`config.mk`:
```
export PLATFORM = sky130hd
export DESIGN_NAME = jh_bin_address
export DESIGN_NICKNAME = d
export VERILOG_FILES = /design/src/jh_cfg_pkg.sv /design/src/jh_bin_address.sv
export SDC_FILE = /design/constraint.sdc
export NUM_CORES = 1
export LEC_CHECK = 0
export BUFFER_PORTS_ARGS = -buffer_cell sky130_fd_sc_hd__buf_2
export CORE_UTILIZATION = 50
export DETAILED_ROUTE_END_ITERATION = 12
export PLACE_DENSITY = 0.79
export SLEW_MARGIN = 20
export SYNTH_ARGS = -nofsm -noshare
export SYNTH_HDL_FRONTEND = slang
export SYNTH_SLANG_ARGS = --single-unit
```
`constraint.sdc`:
```
create_clock -name clk -period 2.8 [get_ports clk]
set_input_delay 0.14 -clock clk [delete_from_list [all_inputs] [get_ports clk]]
set_output_delay 0.14 -clock clk [all_outputs]
set_load 0.01 [all_outputs]
```
`src/jh_cfg_pkg.sv`:
```
package jh_cfg_pkg;

	// ======================================================================
	// Histogram geometry
	// ======================================================================

	localparam int unsigned NUM_BINS = 200; // Two classes of 10 x 10 code pairs
	localparam int unsigned BIN_AW = 8;
	localparam int unsigned COUNT_W = 32;

	// ======================================================================
	// Sample fields and bin weights
	// ======================================================================

	localparam int unsigned CI_W = 1;
	localparam int unsigned CODE_W = 4;

	// Bin address is ci * CI_WEIGHT + ni * NI_WEIGHT + rd
	localparam int unsigned CI_WEIGHT = 100;
	localparam int unsigned NI_WEIGHT = 10;

endpackage
```
`src/jh_bin_address.sv`:
```
module jh_bin_address import jh_cfg_pkg::*; (
	input  logic              clk,
	input  logic              rst_n,
	input  logic              sample_valid_i,
	input  logic [CI_W-1:0]   ci_i,
	input  logic [CODE_W-1:0] ni_i,
	input  logic [CODE_W-1:0] rd_i,
	input  logic              count_ready_i,
	output logic              addr_valid_o,
	output logic [BIN_AW-1:0] addr_o
);

	logic              s1_valid_q;
	logic [CI_W-1:0]   ci_q;
	logic [CODE_W-1:0] ni_q;
	logic [CODE_W-1:0] rd_q;
	logic [BIN_AW:0]   bin_sum; // One spare bit so large codes cannot wrap into a valid bin

	// Multiply by a constant weight as a sum of shifted copies
	function automatic logic [BIN_AW:0] scale(input logic [CODE_W-1:0] val,
			input int unsigned weight);
		logic [BIN_AW:0] acc;
		acc = '0;
		for (int b = 0; b <= BIN_AW; b++) begin
			if (weight[b])
				acc = acc + ((BIN_AW+1)'(val) << b);
		end
		return acc;
	endfunction

	always_ff @(posedge clk or negedge rst_n) begin
		if (!rst_n) begin
			s1_valid_q <= 1'b0;
			addr_valid_o <= 1'b0;
		end else begin
			s1_valid_q <= sample_valid_i && count_ready_i;
			addr_valid_o <= s1_valid_q;
		end
	end

	always_ff @(posedge clk) begin
		if (sample_valid_i && count_ready_i) begin
			ci_q <= ci_i;
			ni_q <= ni_i;
			rd_q <= rd_i;
		end
	end

	assign bin_sum = scale(CODE_W'(ci_q), CI_WEIGHT) + scale(ni_q, NI_WEIGHT)
		+ (BIN_AW+1)'(rd_q);

	always_ff @(posedge clk) begin
		if (s1_valid_q)
			addr_o <= bin_sum[BIN_AW] ? '1 : bin_sum[BIN_AW-1:0]; // Overflow pins to all ones
	end

endmodule

```
==> flow_summary.ini <==
[status]
outcome = finished clean

[grt]
grt_pass1_vias = 486
grt.overflow.total = 0
grt_pass1_wl_mm = 2.042
antenna_found_initial = 0
track_usage_pct = 15.46
grt_max_degree = 12

[setup_path]
cp_max_fo = 6
ff2ff_path_depth = 6
required_ns = 2.85
r2r-start = ci_q
arrival_ns = 2.64
cp-start-kind = flip-flop
ff2ff_setup_slack_ns = 0.21
reg2reg_to = addr_o[5]
setup.worst_path.end_class = flip-flop
crit_type = flip-flop to flip-flop

[yosys]
synth_seq_area_share_pct = 60.30
syn-num-nets = 83
synth.top_cells.by_count = edfxtp_1, ha_1, o21bai_1
synth.avg_cell_area_sq_um = 16.03
synth_area_leader_cell = edfxtp_1
ys_ff_latch = 19
synth.most_common_cell = edfxtp_1
yosysWarnings = 0
async_reset_ff_share_pct = 10.53
synth_ff_type = edfxtp_1
synth_edf_count = 17
synth_area_sq_um = 929.6
synthCells = 58
ys_top_cells_by_area = edfxtp_1, ha_1, fa_1, dfrtp_1, o21bai_1
ys_types = 23
synth.top_cell.area_share_pct = 54.91

[pwr]
powerDensity_nw_per_um2 = 568.5
finalPower_uw = 672.9
p_leak_uw = 0.0004873
ir_worst_vdd_mv = 0.4079

[die]
rows = 15
start_util_pct = 53.84
core_sq_um = 1727
fp.dieW_um = 45.12
ioPinCount = 22
dieArea_sq_um = 2036
die_h_um = 45.12

[final_layout]
num_antenna_cells = 0
multi_input_area_sq_um = 369.1
syn2layout_area_growth_pct = 27.32
fillerInstances = 129
regArea_sq_um = 560.5
drive_gt1_share_pct = 29.35
nets = 118

[sta]
skew_ns = 0.0005233
period_share_pct = 92.54
totalNegativeSetupSlack_ns = 0
max_slew.worst_pin.slew_ns = 0.3968
max_slew_margin_pct = 73.55
setup_slack_ns = 0.2089
setup_viol = 0
clock.fmax_ghz = 0.3859
hold_viol_final = 0
rsz0062_at_grt = no
post-route-min-period_ns = 2.591
slew_viol_final = 0

[placed_design]
place_hpwl_mm = 1.076
place_worst_setup_slack_ns = 0.2176
gp_congestion = 0.7579
io_buffers = 21

[clock_network]
clock_latency_ns = 0.30
clkSlewWorstSetupHoldPaths_ns = 0.11
cts-root-buf = clkbuf_4
cts_buffer_depth = 2
cts_tree = done
cts_setup_buffers = 0
cts_resized = 0
cts_max_level = 1
hold_buffers = 2
clock_sink_count = 19
cts_buffers = 3

[routing]
first_iter_violations = 4
ant_nets = 0
drt-vias-per-instance = 4.974
wl_mm = 1.514
first_pass_iters = 4
vias = 582
drc = 0
wire_per_inst_um = 12.94

[worst_hold_path]
hold_path_class = input pin to flip-flop
min_path_cells = 1
whs_endpoint = ni_q[0]
hp-start = ni_i[0]

[flow_run]
maxCapViolCount = 0
[layout by cell type (no fill, tap or decap), drive strengths merged]
master and n:
o21bai 4, a21o 1, o21ba 1, mux2i 1
nor4b 1, nor2b 1, and2 1, dfrtp 2
o22ai 1, nand4b 1, a211oi 2, a21oi 3
o311a 1, nor2 2, dlygate4sd3 9, edfxtp 17
nor3 1, clkbuf 3, and3b 1, o21ai 4
clkinv 1, buf 21, fa 3, xnor2 1
ha 9
[critical path, stage by stage (launching register included)]
cell      delay [ns]
edfxtp_1        0.47
fa_1            0.50
ha_1            0.25
fa_1            0.44
a21o_1          0.23
a211oi_4        0.34
o22ai_1         0.13
[through the flow]
step                      cells  instance area, sq um  hold slack, ns  util (%)
final                       117                  1184        0.009141     68.55
after CTS                   110                  1114       0.0001238     64.49
after detailed placement    104                  1066        -0.07431     61.74
after global placement      104                  1066        -0.07507     61.74
after floorplan              58                 929.6         -0.1556         -
after global routing        117                  1184        0.001580     68.55
[cell type report]
type / count / area share [%]
Clock buffer: 3 / 1.903
Clock inverter: 1 / 0.4228
Multi-Input combinational cell: 39 / 31.18
Sequential cell: 19 / 47.36
Tap cell: 25 / 2.643
Timing Repair Buffer: 30 / 16.49
[sequential cells by signal, summed over array words and instances, names as in the netlist]
| signal | flops |
|---|---|
| ni_q | 4 |
| s1_valid_q | 1 |
| ci_q | 1 |
| rd_q | 4 |
| addr_valid_o | 1 |
| addr_o | 8 |
[cell families (layout without fill, tap and decap cells)]
logic type	Yosys count	in the layout	share of synthesized area (%)
compound gates	17	17	13.59
buf+inv	0	34	0
fa+ha+maj	12	12	18.57
flops	19	19	60.30
mux	1	1	1.077
simple gates	8	8	5.519
xor+xnor	1	1	0.9423
[metal layers]
| metal | global-route usage (%) | vias up | wire length, um |
|---|---|---|---|
| met3 | 6.000 | 4 | 53 |
| met4 | 10.91 | 0 | 31 |
| li1 | - | 297 | - |
| met5 | 0 | - | 0 |
| met2 | 25.80 | 22 | 794 |
| met1 | 15.71 | 259 | 635 |
[worst max path at each step]
stage                     startpoint   endpoint  slack [ns]
after floorplan                 ci_q  addr_o[5]        0.35
after global placement          ci_q  addr_o[5]        0.28
after detailed placement        ci_q  addr_o[5]        0.22
after CTS                       ci_q  addr_o[5]        0.20
after global routing            ci_q  addr_o[5]        0.14
final                           ci_q  addr_o[5]        0.21
[power by group]
part / leakage, uW / internal (uW) / total, uW / switching, uW
combinational: 0.000284 / 90.2 / 179 / 88.6
clock: 0.0000177 / 53.3 / 139 / 85.4
sequential: 0.000186 / 345 / 355 / 10.9
total: 0.000487 / 488 / 673 / 185
(Power assumes the default switching activity.)
