<file path="config.mk">
export PLATFORM = sky130hd
export DESIGN_NAME = jh_sweep_counter
export DESIGN_NICKNAME = d
export VERILOG_FILES = /design/src/jh_ctrl_pkg.sv /design/src/jh_cfg_pkg.sv /design/src/jh_sweep_counter.sv
export SDC_FILE = /design/constraint.sdc
export NUM_CORES = 1
export LEC_CHECK = 0
export BUFFER_PORTS_ARGS = -buffer_cell sky130_fd_sc_hd__buf_2
export CORE_AREA = 2 2 39 41
export DETAILED_ROUTE_END_ITERATION = 12
export DIE_AREA = 0 0 41 43
export GPL_ROUTABILITY_DRIVEN = 0
export PLACE_DENSITY = 0.62
export REMOVE_ABC_BUFFERS = 1
export SYNTH_ARGS = -nofsm -noshare
export SYNTH_HDL_FRONTEND = slang
export SYNTH_SLANG_ARGS = --single-unit
</file>
<file path="constraint.sdc">
create_clock -name clk -period 3 [get_ports clk]
set_input_delay 0.15 -clock clk [delete_from_list [all_inputs] [get_ports clk]]
set_output_delay 0.15 -clock clk [all_outputs]
set_load 0.02 [all_outputs]
</file>
<file path="src/jh_ctrl_pkg.sv">
package jh_ctrl_pkg;

	typedef enum logic [2:0] {
		ST_CLEAR,
		ST_COUNT,
		ST_DRAIN,
		ST_DUMP,
		ST_ACK
	} jh_state_e;

	// Table operation, shared by the sweep counter and the bin memory
	typedef enum logic [2:0] {
		OP_IDLE,
		OP_COUNT,
		OP_CLEAR,
		OP_DUMP,
		OP_DRAIN
	} jh_op_e;

	localparam int unsigned DRAIN_CYCLES = 4; // Covers the two address stages and the RMW

endpackage

</file>
<file path="src/jh_cfg_pkg.sv">
package jh_cfg_pkg;

	// ======================================================================
	// Histogram geometry
	// ======================================================================

	localparam int unsigned NUM_BINS = 200; // Two classes of 10 x 10 code pairs
	localparam int unsigned BIN_AW = 8;
	localparam int unsigned COUNT_W = 32;

	// ======================================================================
	// Sample fields and bin weights
	// ======================================================================

	localparam int unsigned CI_W = 1;
	localparam int unsigned CODE_W = 4;

	// Bin address is ci * CI_WEIGHT + ni * NI_WEIGHT + rd
	localparam int unsigned CI_WEIGHT = 100;
	localparam int unsigned NI_WEIGHT = 10;

endpackage
</file>
<file path="src/jh_sweep_counter.sv">
module jh_sweep_counter import jh_cfg_pkg::*, jh_ctrl_pkg::*; (
	input  logic              clk,
	input  logic              rst_n,
	input  jh_op_e            op_i,
	input  logic              start_i,
	output logic [BIN_AW-1:0] index_o,
	output logic              last_o
);

	logic [BIN_AW-1:0] cnt_q;
	logic [BIN_AW-1:0] last_idx;
	logic              sweeping;

	always_comb begin
		case (op_i)
			OP_CLEAR, OP_DUMP: last_idx = BIN_AW'(NUM_BINS - 1);
			OP_DRAIN:          last_idx = BIN_AW'(DRAIN_CYCLES - 1);
			default:           last_idx = '0;
		endcase
	end

	assign sweeping = op_i inside {OP_CLEAR, OP_DUMP, OP_DRAIN};
	assign last_o = sweeping && (cnt_q == last_idx);

	// Holds on the final step until the controller restarts it
	always_ff @(posedge clk or negedge rst_n) begin
		if (!rst_n)
			cnt_q <= '0;
		else if (start_i)
			cnt_q <= '0;
		else if (sweeping && !last_o)
			cnt_q <= cnt_q + 1'b1;
	end

	assign index_o = cnt_q;

endmodule

</file>
==> metrics.md <==
| Metric | Value |
|---|---|
| Post-DP HPWL | 908 um |
| First-pass GRT wire length | 2.09 mm |
| Initial antenna violation count | 0 |
| Initial DRC count | 8 |
| Final Cycle Share | 0.662 |
| Leakage | roughly 0.29 nW |
| Cell Rows | 14 |
| Post-Route WL | ~1.2 mm |
| Unrepaired setup endpoints after global routing | false |
| WP data arrival | 1840 ps |
| Area growth syn-to-layout | 21.3% |
| H-tree depth | 1 |
| Crit end category | output port |
| Gr usage total | 0.178 |
| DIE HEIGHT | 43 um |
| Layout cells sized above 1 | 0.263 |
| Clk Latency, worst-skew pair | 260 ps |
| DR pass1 iterations | 4 |
| Commonest cells after routing, fill and taps aside | 14 x buf_2, 9 x nor2_1, 8 x dfrtp_1 |
| Worst-path clk slew | about 50 ps |
| YS warnings | 0 |
| CTS tree | built |
| Worst Skew | 3.43 ps |
| Core area | 1380 um2 |
| Switching Power | 0.0000644 W |
| Starting Density | 0.374 |
| Tmin final | 1990 ps |
| Pint | 0.000170 W |
| Endpoints failing setup | 0 |
| Die area | between 1500 and 2000 um2 |
| Resized Gates After CTS | 0 |
| Worst Max-Slew Pin Slew | approximately 350 ps |
| FMAX | roughly 0.50 GHz |
| Hold Buf Count CTS | 1 |
| Hold Fails Final Rpt | 0 |
| Status | completed |
| Max Slew Vio Count | 0 |
| Post-synth design cell area | 518 um2 |
| Synth cell types | 27 |
| Pwr/cell area | 372 nW/um2 |
| Vias in the first global route | 470 |
| Comb power frac | 0.142 |
| RR Startpoint | index_o[2] |
| Non-filler instance count after layout | 92 |
| Critical path class | reg2out |
| Clock Power Share | 0.362 |
| TNS Setup | 0 ps |
| CTS buffer count | 3 |
| Placed insts | 88 |
| # DRC | 0 |
| Antenna viol nets, final | 0 |
| Clk buf depth | 2 |
| Clk sinks | 8 |
| Critical Path Start | index_o[2] |
| Mean area per synthesized cell | roughly 8.5 um2 |
| Req. time, crit path | 2850 ps |
| Commonest non-fill, non-tap cell in the layout | buf_2 |
| Sw Ratio | 0.275 |
| Placed Instance Area | 596 um2 |
| Routed vias | 503 |
| Synth Instances | 61 |
| Postcts setup bufs | 0 |
| Largest net degree at the start of global routing | 11 |
| Chip width | 41 um |
| Utilization after layout | 0.454 |
| Via/cell ratio | ~5.5 |
| Max IR drop VDD | slightly below 200 uV |
| Final net count | 85 |
| Max-cap violations | 0 |
| Max reg flops | 8 |
| Sequential share of power | 0.496 |
| Post-synthesis sequential area ratio | 0.386 |
| Normalized max-slew margin | 0.761 |
| # port buffers | 14 |
| DR WL/cell | roughly 13 um |
| Synthesized flop and latch total | 8 |
| Hold Path Origin | start_i |
| Total grt overflow | 0 |
| Hold WC Path Type | in2reg |
| Antenna fix cells | 0 |
| Worst setup SP type | flop |
| I/O pin total | 15 |
| Filler instances | ~140 |
| CP Max Fanout | 9 |
| Finished layout cell area | 628 um2 |
| CTS root buffer | clkbuf_4 |
| Total Power | 0.000234 W |
## path summary, 6_finish.rpt
kind	slack, ps	to	cells after the start
min in group asynchronous	260	index_o[5]	2
worst max register to register	1360	index_o[1]	4
worst min-delay path	200	index_o[7]	2
worst max-delay path	1010	last_o	5
worst min register to register	580	index_o[7]	2
max in group asynchronous	2570	index_o[7]	2
## Yosys cell counts
library cell / instances / area share
or2b_1: 1 / 0.014
nand2b_1: 1 / 0.012
or3b_1: 1 / 0.017
or4_1: 1 / 0.014
nor3_1: 1 / 0.0097
buf_1: 1 / 0.0072
mux2i_1: 1 / 0.019
dfrtp_1: 8 / 0.39
a21o_1: 1 / 0.014
nand3_1: 6 / 0.058
a32oi_1: 1 / 0.017
a211oi_1: 4 / 0.058
and2_4: 1 / 0.017
nand4_1: 1 / 0.012
o31ai_1: 1 / 0.014
o211ai_1: 1 / 0.014
a31o_2: 1 / 0.017
or2_2: 1 / 0.012
nor2_1: 9 / 0.065
nand2_1: 5 / 0.036
a21oi_1: 4 / 0.039
buf_2: 1 / 0.0097
clkbuf_1: 1 / 0.0072
xnor2_1: 3 / 0.051
ha_1: 1 / 0.024
nor3b_1: 2 / 0.029
or3_1: 2 / 0.024
## routing by layer
| metal | vias to the layer above | GRT usage | share of wire |
|---|---|---|---|
| met1 | 226 | 0.256 | 0.46 |
| met2 | 18 | 0.241 | 0.45 |
| met3 | 4 | 0.0157 | 0.064 |
| li1 | 255 | - | - |
| met4 | 0 | 0.127 | 0.024 |
| met5 | - | 0 | 0 |
## cell families after synthesis
logic type / after synthesis / synth area share
AO/OA/AOI/OAI: 13 / 0.174
multiplexers: 1 / 0.0193
flip-flops: 8 / 0.386
AND/OR/NAND/NOR: 32 / 0.321
buffers and inverters: 3 / 0.0241
adder cells (fa/ha/maj): 1 / 0.0242
XOR/XNOR: 3 / 0.0507
## cell type report
class,instances,area [um2],area share
Clock buffer,3,22.5,0.0359
Timing Repair Buffer,15,80.1,0.127
Tap cell,16,20.0,0.0319
Multi-Input combinational cell,50,305,0.486
Sequential cell,8,200,0.319
## stage by stage
| stage | hold WS, ps | setup WS, ps |
|---|---|---|
| 6_report | 196 | 1010 |
| 5_1_grt | 204 | 835 |
| 4_1_cts | 198 | 1000 |
| 3_5_place_dp | 4.48 | 1290 |
| 3_3_place_gp | 10.1 | 1360 |
| 2_1_floorplan | -146 | 1310 |
## critical path, cell delays in order, from the launching register on
cell and delay [ps]:
dfrtp_1 460, or3_1 390, mux2i_1 310, nand2_1 150, nor2_1 100, buf_2 160
## power by group through the flow
stage	registers, W	clock network (W)	logic, W
global route	0.000117	0.0000927	0.0000374
finish	0.000116	0.0000846	0.0000332
global placement	0.000118	0	0.0000328
detailed placement	0.000118	0	0.0000325
CTS	0.000116	0.0000884	0.0000338
floorplan	0.000120	0	0.0000159
No activity file was read; power rests on OpenSTA's default activity.
