File: config.mk
export PLATFORM = sky130hd
export DESIGN_NAME = jh_ctrl_fsm
export DESIGN_NICKNAME = d
export VERILOG_FILES = /design/src/jh_ctrl_pkg.sv /design/src/jh_ctrl_fsm.sv
export SDC_FILE = /design/constraint.sdc
export NUM_CORES = 1
export LEC_CHECK = 0
export BUFFER_PORTS_ARGS = -buffer_cell sky130_fd_sc_hd__buf_2
export CAP_MARGIN = 0
export CORE_AREA = 2 2 39 41
export CTS_CLUSTER_DIAMETER = 50
export CTS_CLUSTER_SIZE = 16
export DETAILED_ROUTE_END_ITERATION = 6
export DIE_AREA = 0 0 41 43
export SLEW_MARGIN = 25
export SYNTH_ARGS = -nofsm -noshare
export SYNTH_HDL_FRONTEND = slang
export SYNTH_SLANG_ARGS = --single-unit
File: constraint.sdc
create_clock -name clk -period 1.33 [get_ports clk]
set_input_delay 0.133 -clock clk [delete_from_list [all_inputs] [get_ports clk]]
set_output_delay 0.133 -clock clk [all_outputs]
set_load 0.005 [all_outputs]
File: src/jh_ctrl_pkg.sv
package jh_ctrl_pkg;

	typedef enum logic [2:0] {
		ST_CLEAR,
		ST_COUNT,
		ST_DRAIN,
		ST_DUMP,
		ST_ACK
	} jh_state_e;

	// Table operation, shared by the sweep counter and the bin memory
	typedef enum logic [2:0] {
		OP_IDLE,
		OP_COUNT,
		OP_CLEAR,
		OP_DUMP,
		OP_DRAIN
	} jh_op_e;

	localparam int unsigned DRAIN_CYCLES = 4; // Covers the two address stages and the RMW

endpackage

File: src/jh_ctrl_fsm.sv
module jh_ctrl_fsm import jh_ctrl_pkg::*; (
	input  logic   clk,
	input  logic   rst_n,
	input  logic   dump_req_i,
	input  logic   last_i,
	output jh_op_e op_o,
	output logic   start_o,
	output logic   count_ready_o,
	output logic   dump_ack_o
);

	jh_state_e state_q;
	jh_state_e state_d;
	logic      ack_q;

	// ======================================================================
	// State sequencing
	// ======================================================================

	always_comb begin
		state_d = state_q;
		case (state_q)
			ST_CLEAR: if (last_i) state_d = ST_COUNT;
			ST_COUNT: if (dump_req_i) state_d = ST_DRAIN;
			ST_DRAIN: if (last_i) state_d = ST_DUMP;
			ST_DUMP:  if (last_i) state_d = ST_ACK;
			ST_ACK:   if (!dump_req_i) state_d = ST_CLEAR; // Host has seen the ack
			default:  state_d = ST_CLEAR;
		endcase
	end

	always_ff @(posedge clk or negedge rst_n) begin
		if (!rst_n) begin
			state_q <= ST_CLEAR; // Table content is unknown after reset
			ack_q <= 1'b0;
		end else begin
			state_q <= state_d;
			ack_q <= (state_q == ST_ACK) && dump_req_i;
		end
	end

	// ======================================================================
	// Outputs
	// ======================================================================

	always_comb begin
		case (state_q)
			ST_CLEAR: op_o = OP_CLEAR;
			ST_COUNT: op_o = OP_COUNT;
			ST_DRAIN: op_o = OP_DRAIN;
			ST_DUMP:  op_o = OP_DUMP;
			default:  op_o = OP_IDLE;
		endcase
	end

	// Counter restarts on the edge that enters a swept state
	assign start_o = (state_d != state_q) && (state_d inside {ST_CLEAR, ST_DRAIN, ST_DUMP});

	assign count_ready_o = (state_q == ST_COUNT);
	assign dump_ack_o = ack_q; // Rises one cycle after the last bin leaves the memory

endmodule

==> summary.md, run 1 <==
| Metric | Value |
|---|---|
| Crit-path slowest cell | dfrtp_2 |
| Diodes inserted | 0 |
| Syn. warnings | 0 |
| CTS tree | done |
| Final std cells w/o fill | 59 |
| Setup_tns | 0 ps |
| Hold slack | 193 ps |
| Final setup fails | 0 |
| Clock Latency Late Sink | 240 ps |
| Wire per inst | ~9.9 um |
| Static Leak | ~0.00019 uW |
| Slew Limit Fails | 0 |
| Pin count of the biggest net entering global routing | 8 |
| Die X | 41 um |
| Worst Skew | 1.33 ps |
| Critical Path RT | 1200 ps |
| Seq/Total Area, Yosys | between 40% and 50% |
| Post-Synthesis Cell Area | 220 um2 |
| Status | finished clean |
| CTS root buf | clkbuf_4 |
| Antenna-violating nets left | 0 |
| Buffers on Ports | 9 |
| DRT iter0 DRCs | 6 |
| Final Cycle Share | between 90% and 100% |
| CP Max Fanout | 6 |
| Initial Util | ~16% |
| Synth Register Bits | 4 |
| CP Buf/Inv Count | 2 |
| Reg-to-reg endpoint | state_q[2] |
| Final WL | 587 um |
| Peak per-stage delay on the critical path | 450 ps |
| Share of layout cells above drive strength 1 | 60.5% |
| Core Box Area | ~1400 um2 |
| GRT Util Overall | between 8 and 9% |
| Number of global-route vias before repair | 220 |
| Mapped Cells | 24 |
| Highest clock rate | 770 MHz |
| Clock buffer depth | 2 |
| Area delta synth->final | 72.7% |
| Mean Syn Cell Area | 9.18 um2 |
| Pwr Density | roughly 2300 nW/um2 |
| Internal reg-to-reg setup slack | 250 ps |
| Pre-CTS WS | 236 ps |
| CTS Buf Count | 3 |
| Worst Hold Class | input pin to flip-flop |
| Arr. time, crit path | approximately 1200 ps |
| Syn Nets | 28 |
| Routability Congestion | between 0.7 and 0.8 |
| Max-cap viol count | 0 |
| Antenna violations before repair | 0 |
| Family with the most delay on the worst path | flip-flops |
| Slew headroom | 89.9% |
| H-tree depth | 1 |
| Clock Sinks | 4 |
| Die area | 1760 um2 |
| RR Startpoint | state_q[1] |
| Via density | just under 4 |
| Hold Vio Cnt, Final | 0 |
| I/O pin count | 10 |
| Via Count | around 230 |
| DRC | 0 |
| Hold path startpoint | last_i |
| Drt pass-1 iters | 2 |
| CP Capture Type | output port |
| Hold depth | 3 |
| Final WS setup | slightly above 30 ps |
| Gr ovfl total | 0 |
| Cells after DPL | between 40 and 50 |
| Worst vdd ir | 0.638 mV |
| Die H | 43 um |
| Netlist cell types | 15 |
| Post-layout min period | 1300 ps |
| Row count | 14 |
| Finished Core Util | between 20% and 30% |
| Global-route wire length before repair | 979 um |
| Crit start category | flip-flop |
| Least-Margin Pin Slew | 151 ps |
| RSZ-0062 raised after global routing | yes |
| Worst Setup Path Type | flip-flop to output port |
| Hpwl dp | slightly above 400 um |
| Hold Crit Endpoint | state_q[2] |
| Reg2reg path depth | 4 |
| CTS clk-pin slew, worst paths | 40 ps |
| Worst-path cell chain | buf_4, xor2_1, nor2_1, buf_2 |
| Nets | 49 |
how the worst max path moves through the flow:
stage	end	from	slack, ps	depth (start not counted)
finish	op_o[1]	state_q[1]	30	4
global route	start_o	state_q[1]	-9	4
floorplan	state_q[2]	state_q[1]	410	3
global placement	start_o	state_q[0]	250	4
CTS	start_o	state_q[1]	9	4
detailed placement	start_o	state_q[1]	240	4
flip-flops by register name, indices dropped and copies added, names as in the netlist:
register and cells:
dump_ack_o 1, state_q 3
layout make-up:
cell class | instances | area, um2
timing repair buffer | 16 | 104
fill | 157 | 1000
inverter | 2 | 7.51
sequential | 4 | 104
clock buffer | 3 | 22.5
tap | 16 | 20.0
multi-input combinational | 18 | 123
per-layer routing:
layer  wire (um)  part of all wire, %  track usage [%]  vias to the layer above
met1         244                   42             10.7                      103
met2         290                   49             10.9                        7
li1            -                    -                -                      117
met3          38                  6.5             2.09                        2
met5           0                    0                0                        -
met4          14                  2.4             10.0                        0
cell families (layout without fill, tap and decap cells):
group	after synthesis	after routing	share of synthesized area, %
buffers and inverters	2	21	3.41
AO/OA/AOI/OAI	5	5	15.3
flip-flops	4	4	45.5
XOR/XNOR	1	1	3.98
AND/OR/NAND/NOR	12	12	31.8
synth_stat cells (all sizes together):
master  instances  area share [%]
nand2b          1             4.0
nor3b           2             9.1
o21ai           1             2.3
dfrtp           4              45
nor2            3             5.1
a21oi           1             2.3
nor2b           2             6.8
o21bai          1             3.4
a22o            1             4.0
o211ai          1             3.4
xor2            1             4.0
nand2           4             6.8
inv             2             3.4
worst reg2reg max path, cell delays in order (launching register included):
cell and delay (ps):
dfrtp_2 450, nor2b_4 140, buf_4 120, nor3b_2 170
o21bai_1 130
cells in the final DEF, fill, tap and decap left out, types with 2 or more instances in the layout:
| master | netlist | layout |
|---|---|---|
| dfrtp_2 | 0 | 3 |
| clkbuf_4 | 0 | 3 |
| buf_2 | 0 | 9 |
| nor2_1 | 3 | 3 |
| buf_4 | 0 | 5 |
| inv_1 | 2 | 2 |
| nand2_1 | 4 | 3 |
metrics by stage:
step	area (um2)	total power, uW
4_1_cts	320	719
2_1_floorplan	220	412
6_report	380	858
3_3_place_gp	285	544
5_1_grt	380	930
3_5_place_dp	285	547
repair_timing:
item                                    4_1_cts  5_1_grt
endpoints found under the setup margin        1        1
setup buffers                                 0        6
hold buffers                                  1        0
gates resized for setup                       2        5
pin swaps                                     0        1
hold endpoints to repair                      4        0
where the power goes:
| part | switching [uW] | leakage [uW] | internal, uW | total (uW) |
|---|---|---|---|---|
| sequential | 74.3 | 0.0000482 | 170 | 245 |
| combinational | 184 | 0.000129 | 274 | 458 |
| clock | 54.2 | 0.0000138 | 101 | 155 |
(Power assumes the default switching activity.)
==> inputs of run 2 (changes only) <==
--- a/config.mk
+++ b/config.mk
@@ -12,7 +12,7 @@
 export CTS_CLUSTER_SIZE = 16
 export DETAILED_ROUTE_END_ITERATION = 6
 export DIE_AREA = 0 0 41 43
-export SLEW_MARGIN = 25
+export SLEW_MARGIN = 10
 export SYNTH_ARGS = -nofsm -noshare
 export SYNTH_HDL_FRONTEND = slang
 export SYNTH_SLANG_ARGS = --single-unit
==> constraint.sdc (replaced) <==
create_clock -name clk -period 1.7 [get_ports clk]
set_input_delay 0.17 -clock clk [delete_from_list [all_inputs] [get_ports clk]]
set_output_delay 0.17 -clock clk [all_outputs]
set_load 0.005 [all_outputs]
==> run 2 against run 1 <==
Against the previous run: worst setup slack better by 300 ps; cell area is 16% lower; non-clock buffer count is 6 lower; sequential share of layout area is 4.2 points higher.
==> summary.md, run 2 (synthesis results as in run 1) <==
| Metric | Value |
|---|---|
| Static Leak | 0.000159 uW (-17%) |
| Gr ovfl total | 0 (unchanged) |
| Worst Setup Path Type | flip-flop to output port |
| Area of the multi-input gates | 113 um2 (-8.2%) |
| Number of global-route vias before repair | 192 (-13%) |
| Arr. time, crit path | 1200 ps (+30 ps) |
| Die X | 41 um (unchanged) |
| Pwr Density | 1710 nW/um2 (-24%) |
| Worst Hold Class | input pin to flip-flop |
| Die H | 43 um (unchanged) |
| FILL cells | 166 (+5.7%) |
| I/O pin count | 10 (unchanged) |
| CTS root buf | clkbuf_4 |
| DRC | 0 (unchanged) |
| CTS hold repair buffers | 1 (unchanged) |
| H-tree depth | 1 (unchanged) |
| Routability Congestion | 0.692 (-1.2%) |
| Global-route wire length before repair | 710 um (-27%) |
| Slew headroom | 84.0% (-5.9 points) |
| Internal reg-to-reg setup slack | 610 ps (+360 ps) |
| Post-layout min period | ~1400 ps |
| Core Box Area | 1380 um2 (unchanged) |
| Worst Skew | 1.03 ps (-0.303 ps) |
| Clock buffer depth | 2 (unchanged) |
| CP Capture Type | output port |
| Pre-CTS WS | 587 ps (+350 ps) |
| Nets | 43 (-12%) |
| CP Max Fanout | 7 (+1) |
| Diodes inserted | 0 (unchanged) |
| Commonest non-fill, non-tap cells in the layout | 9 x buf_2, 4 x nand2_1, 4 x dfrtp_1 |
| Die area | 1760 um2 (unchanged) |
| Drt pass-1 iters | 2 (unchanged) |
| Final Cycle Share | between 80% and 90% |
| Slew Limit Fails | 0 (unchanged) |
| Highest clock rate | 731 MHz |
| RSZ-0062 raised after global routing | no |
| Via Count | 196 (-14%) |
| Max reg flops | 3 (unchanged) |
| Final WS setup | 332 ps (+301 ps) |
| Hpwl dp | 381 um (-6.8%) |
| Buffers on Ports | 9 (unchanged) |
| Share of layout cells above drive strength 1 | 40.5% (-20 points) |
| Worst vdd ir | 0.542 mV (-15%) |
| Setup_tns | 0 ps (unchanged) |
| Least-Margin Pin Slew | 240 ps (+88.8 ps) |
| GRT Util Overall | 6.65% (-2.1 points) |
| Register area | 100 um2 (-3.6%) |
| CTS clk-pin slew, worst paths | 40 ps (about the same) |
| Row count | 14 (unchanged) |
| Via density | 3.70 (-4.7%) |
| Antenna-violating nets left | 0 (unchanged) |
| Biggest register | state_q |
| Status | finished clean |
| Wire per inst | 9.30 um (-6.5%) |
| Max-cap viol count | 0 (unchanged) |
| Hold Vio Cnt, Final | 0 (unchanged) |
| Crit start category | flip-flop |
| DRT iter0 DRCs | 3 (-3) |
| Initial Util | 15.9% (unchanged) |
| Clock Sinks | 4 (unchanged) |
| Post-CTS Resized | 0 (-2) |
| Area delta synth->final | 44.3% |
| Commonest non-fill, non-tap cell in the layout | buf_2 |
| Clock Latency Late Sink | 230 ps (about the same) |
| Critical Path RT | 1530 ps (+330 ps) |
| Pin count of the biggest net entering global routing | 8 (unchanged) |
| Antenna violations before repair | 0 (unchanged) |
| Final WL | 493 um (-16%) |
| CTS tree | done |
| CTS Buf Count | 3 (unchanged) |
| Final setup fails | 0 (unchanged) |
| Post-CTS setup buffers | 0 (unchanged) |
==> run 2: changes by cell type in the layout (fill, tap and decap cells not counted), sizes merged <==
cell  delta
buf      -6
==> run 2: area by class of cell <==
type	count	area share (%)
Sequential cell	4	31.5
Multi-Input combinational cell	18	35.4
Tap cell	16	6.30
Clock buffer	3	7.09
Timing Repair Buffer	10	17.3
Inverter	2	2.36
==> run 2: final timing paths <==
path | depth (start not counted) | end | start
max in group asynchronous | 2 | state_q[0] | rst_n
worst min register to register | 1 | state_q[1] | state_q[2]
worst max-delay path | 4 | start_o | state_q[1]
min in group asynchronous | 2 | state_q[1] | rst_n
worst max register to register | 3 | state_q[2] | state_q[1]
worst min-delay path | 4 | state_q[1] | last_i
==> run 2: through the flow <==
stage          power, uW  area, um2  hold WS [ps]  utilization [%]  std cells
2_1_floorplan        323        220          -126                -         24
3_3_place_gp         427        285         -24.8             20.6         49
3_5_place_dp         427        285         -20.6             20.6         49
4_1_cts              552        318           237             23.0         53
5_1_grt              585        318           255             23.0         53
6_report             542        318           251             23.0         53
==> run 2: critical path, stage by stage (launching register included) <==
cell and delay, ps:
dfrtp_1 450, nor2b_2 180, nand2_1 90, o211ai_1 110, buf_2 140
==> run 2: report_power, final <==
| part | leakage (uW) | internal [uW] | switching [uW] | total, uW |
|---|---|---|---|---|
| logic | 0.0000927 | 128 | 112 | 240 |
| clock network | 0.0000138 | 79.0 | 39.3 | 118 |
| registers | 0.0000521 | 127 | 57.0 | 184 |
| total | 0.000159 | 334 | 208 | 542 |
==> run 2: layer usage <==
layer	vias to the layer above	wire length (um)	GRT usage (%)
met3	0	32	1.57
met2	5	232	7.50
met5	-	0	0
met1	85	228	7.82
met4	0	0	10.0
li1	106	-	-
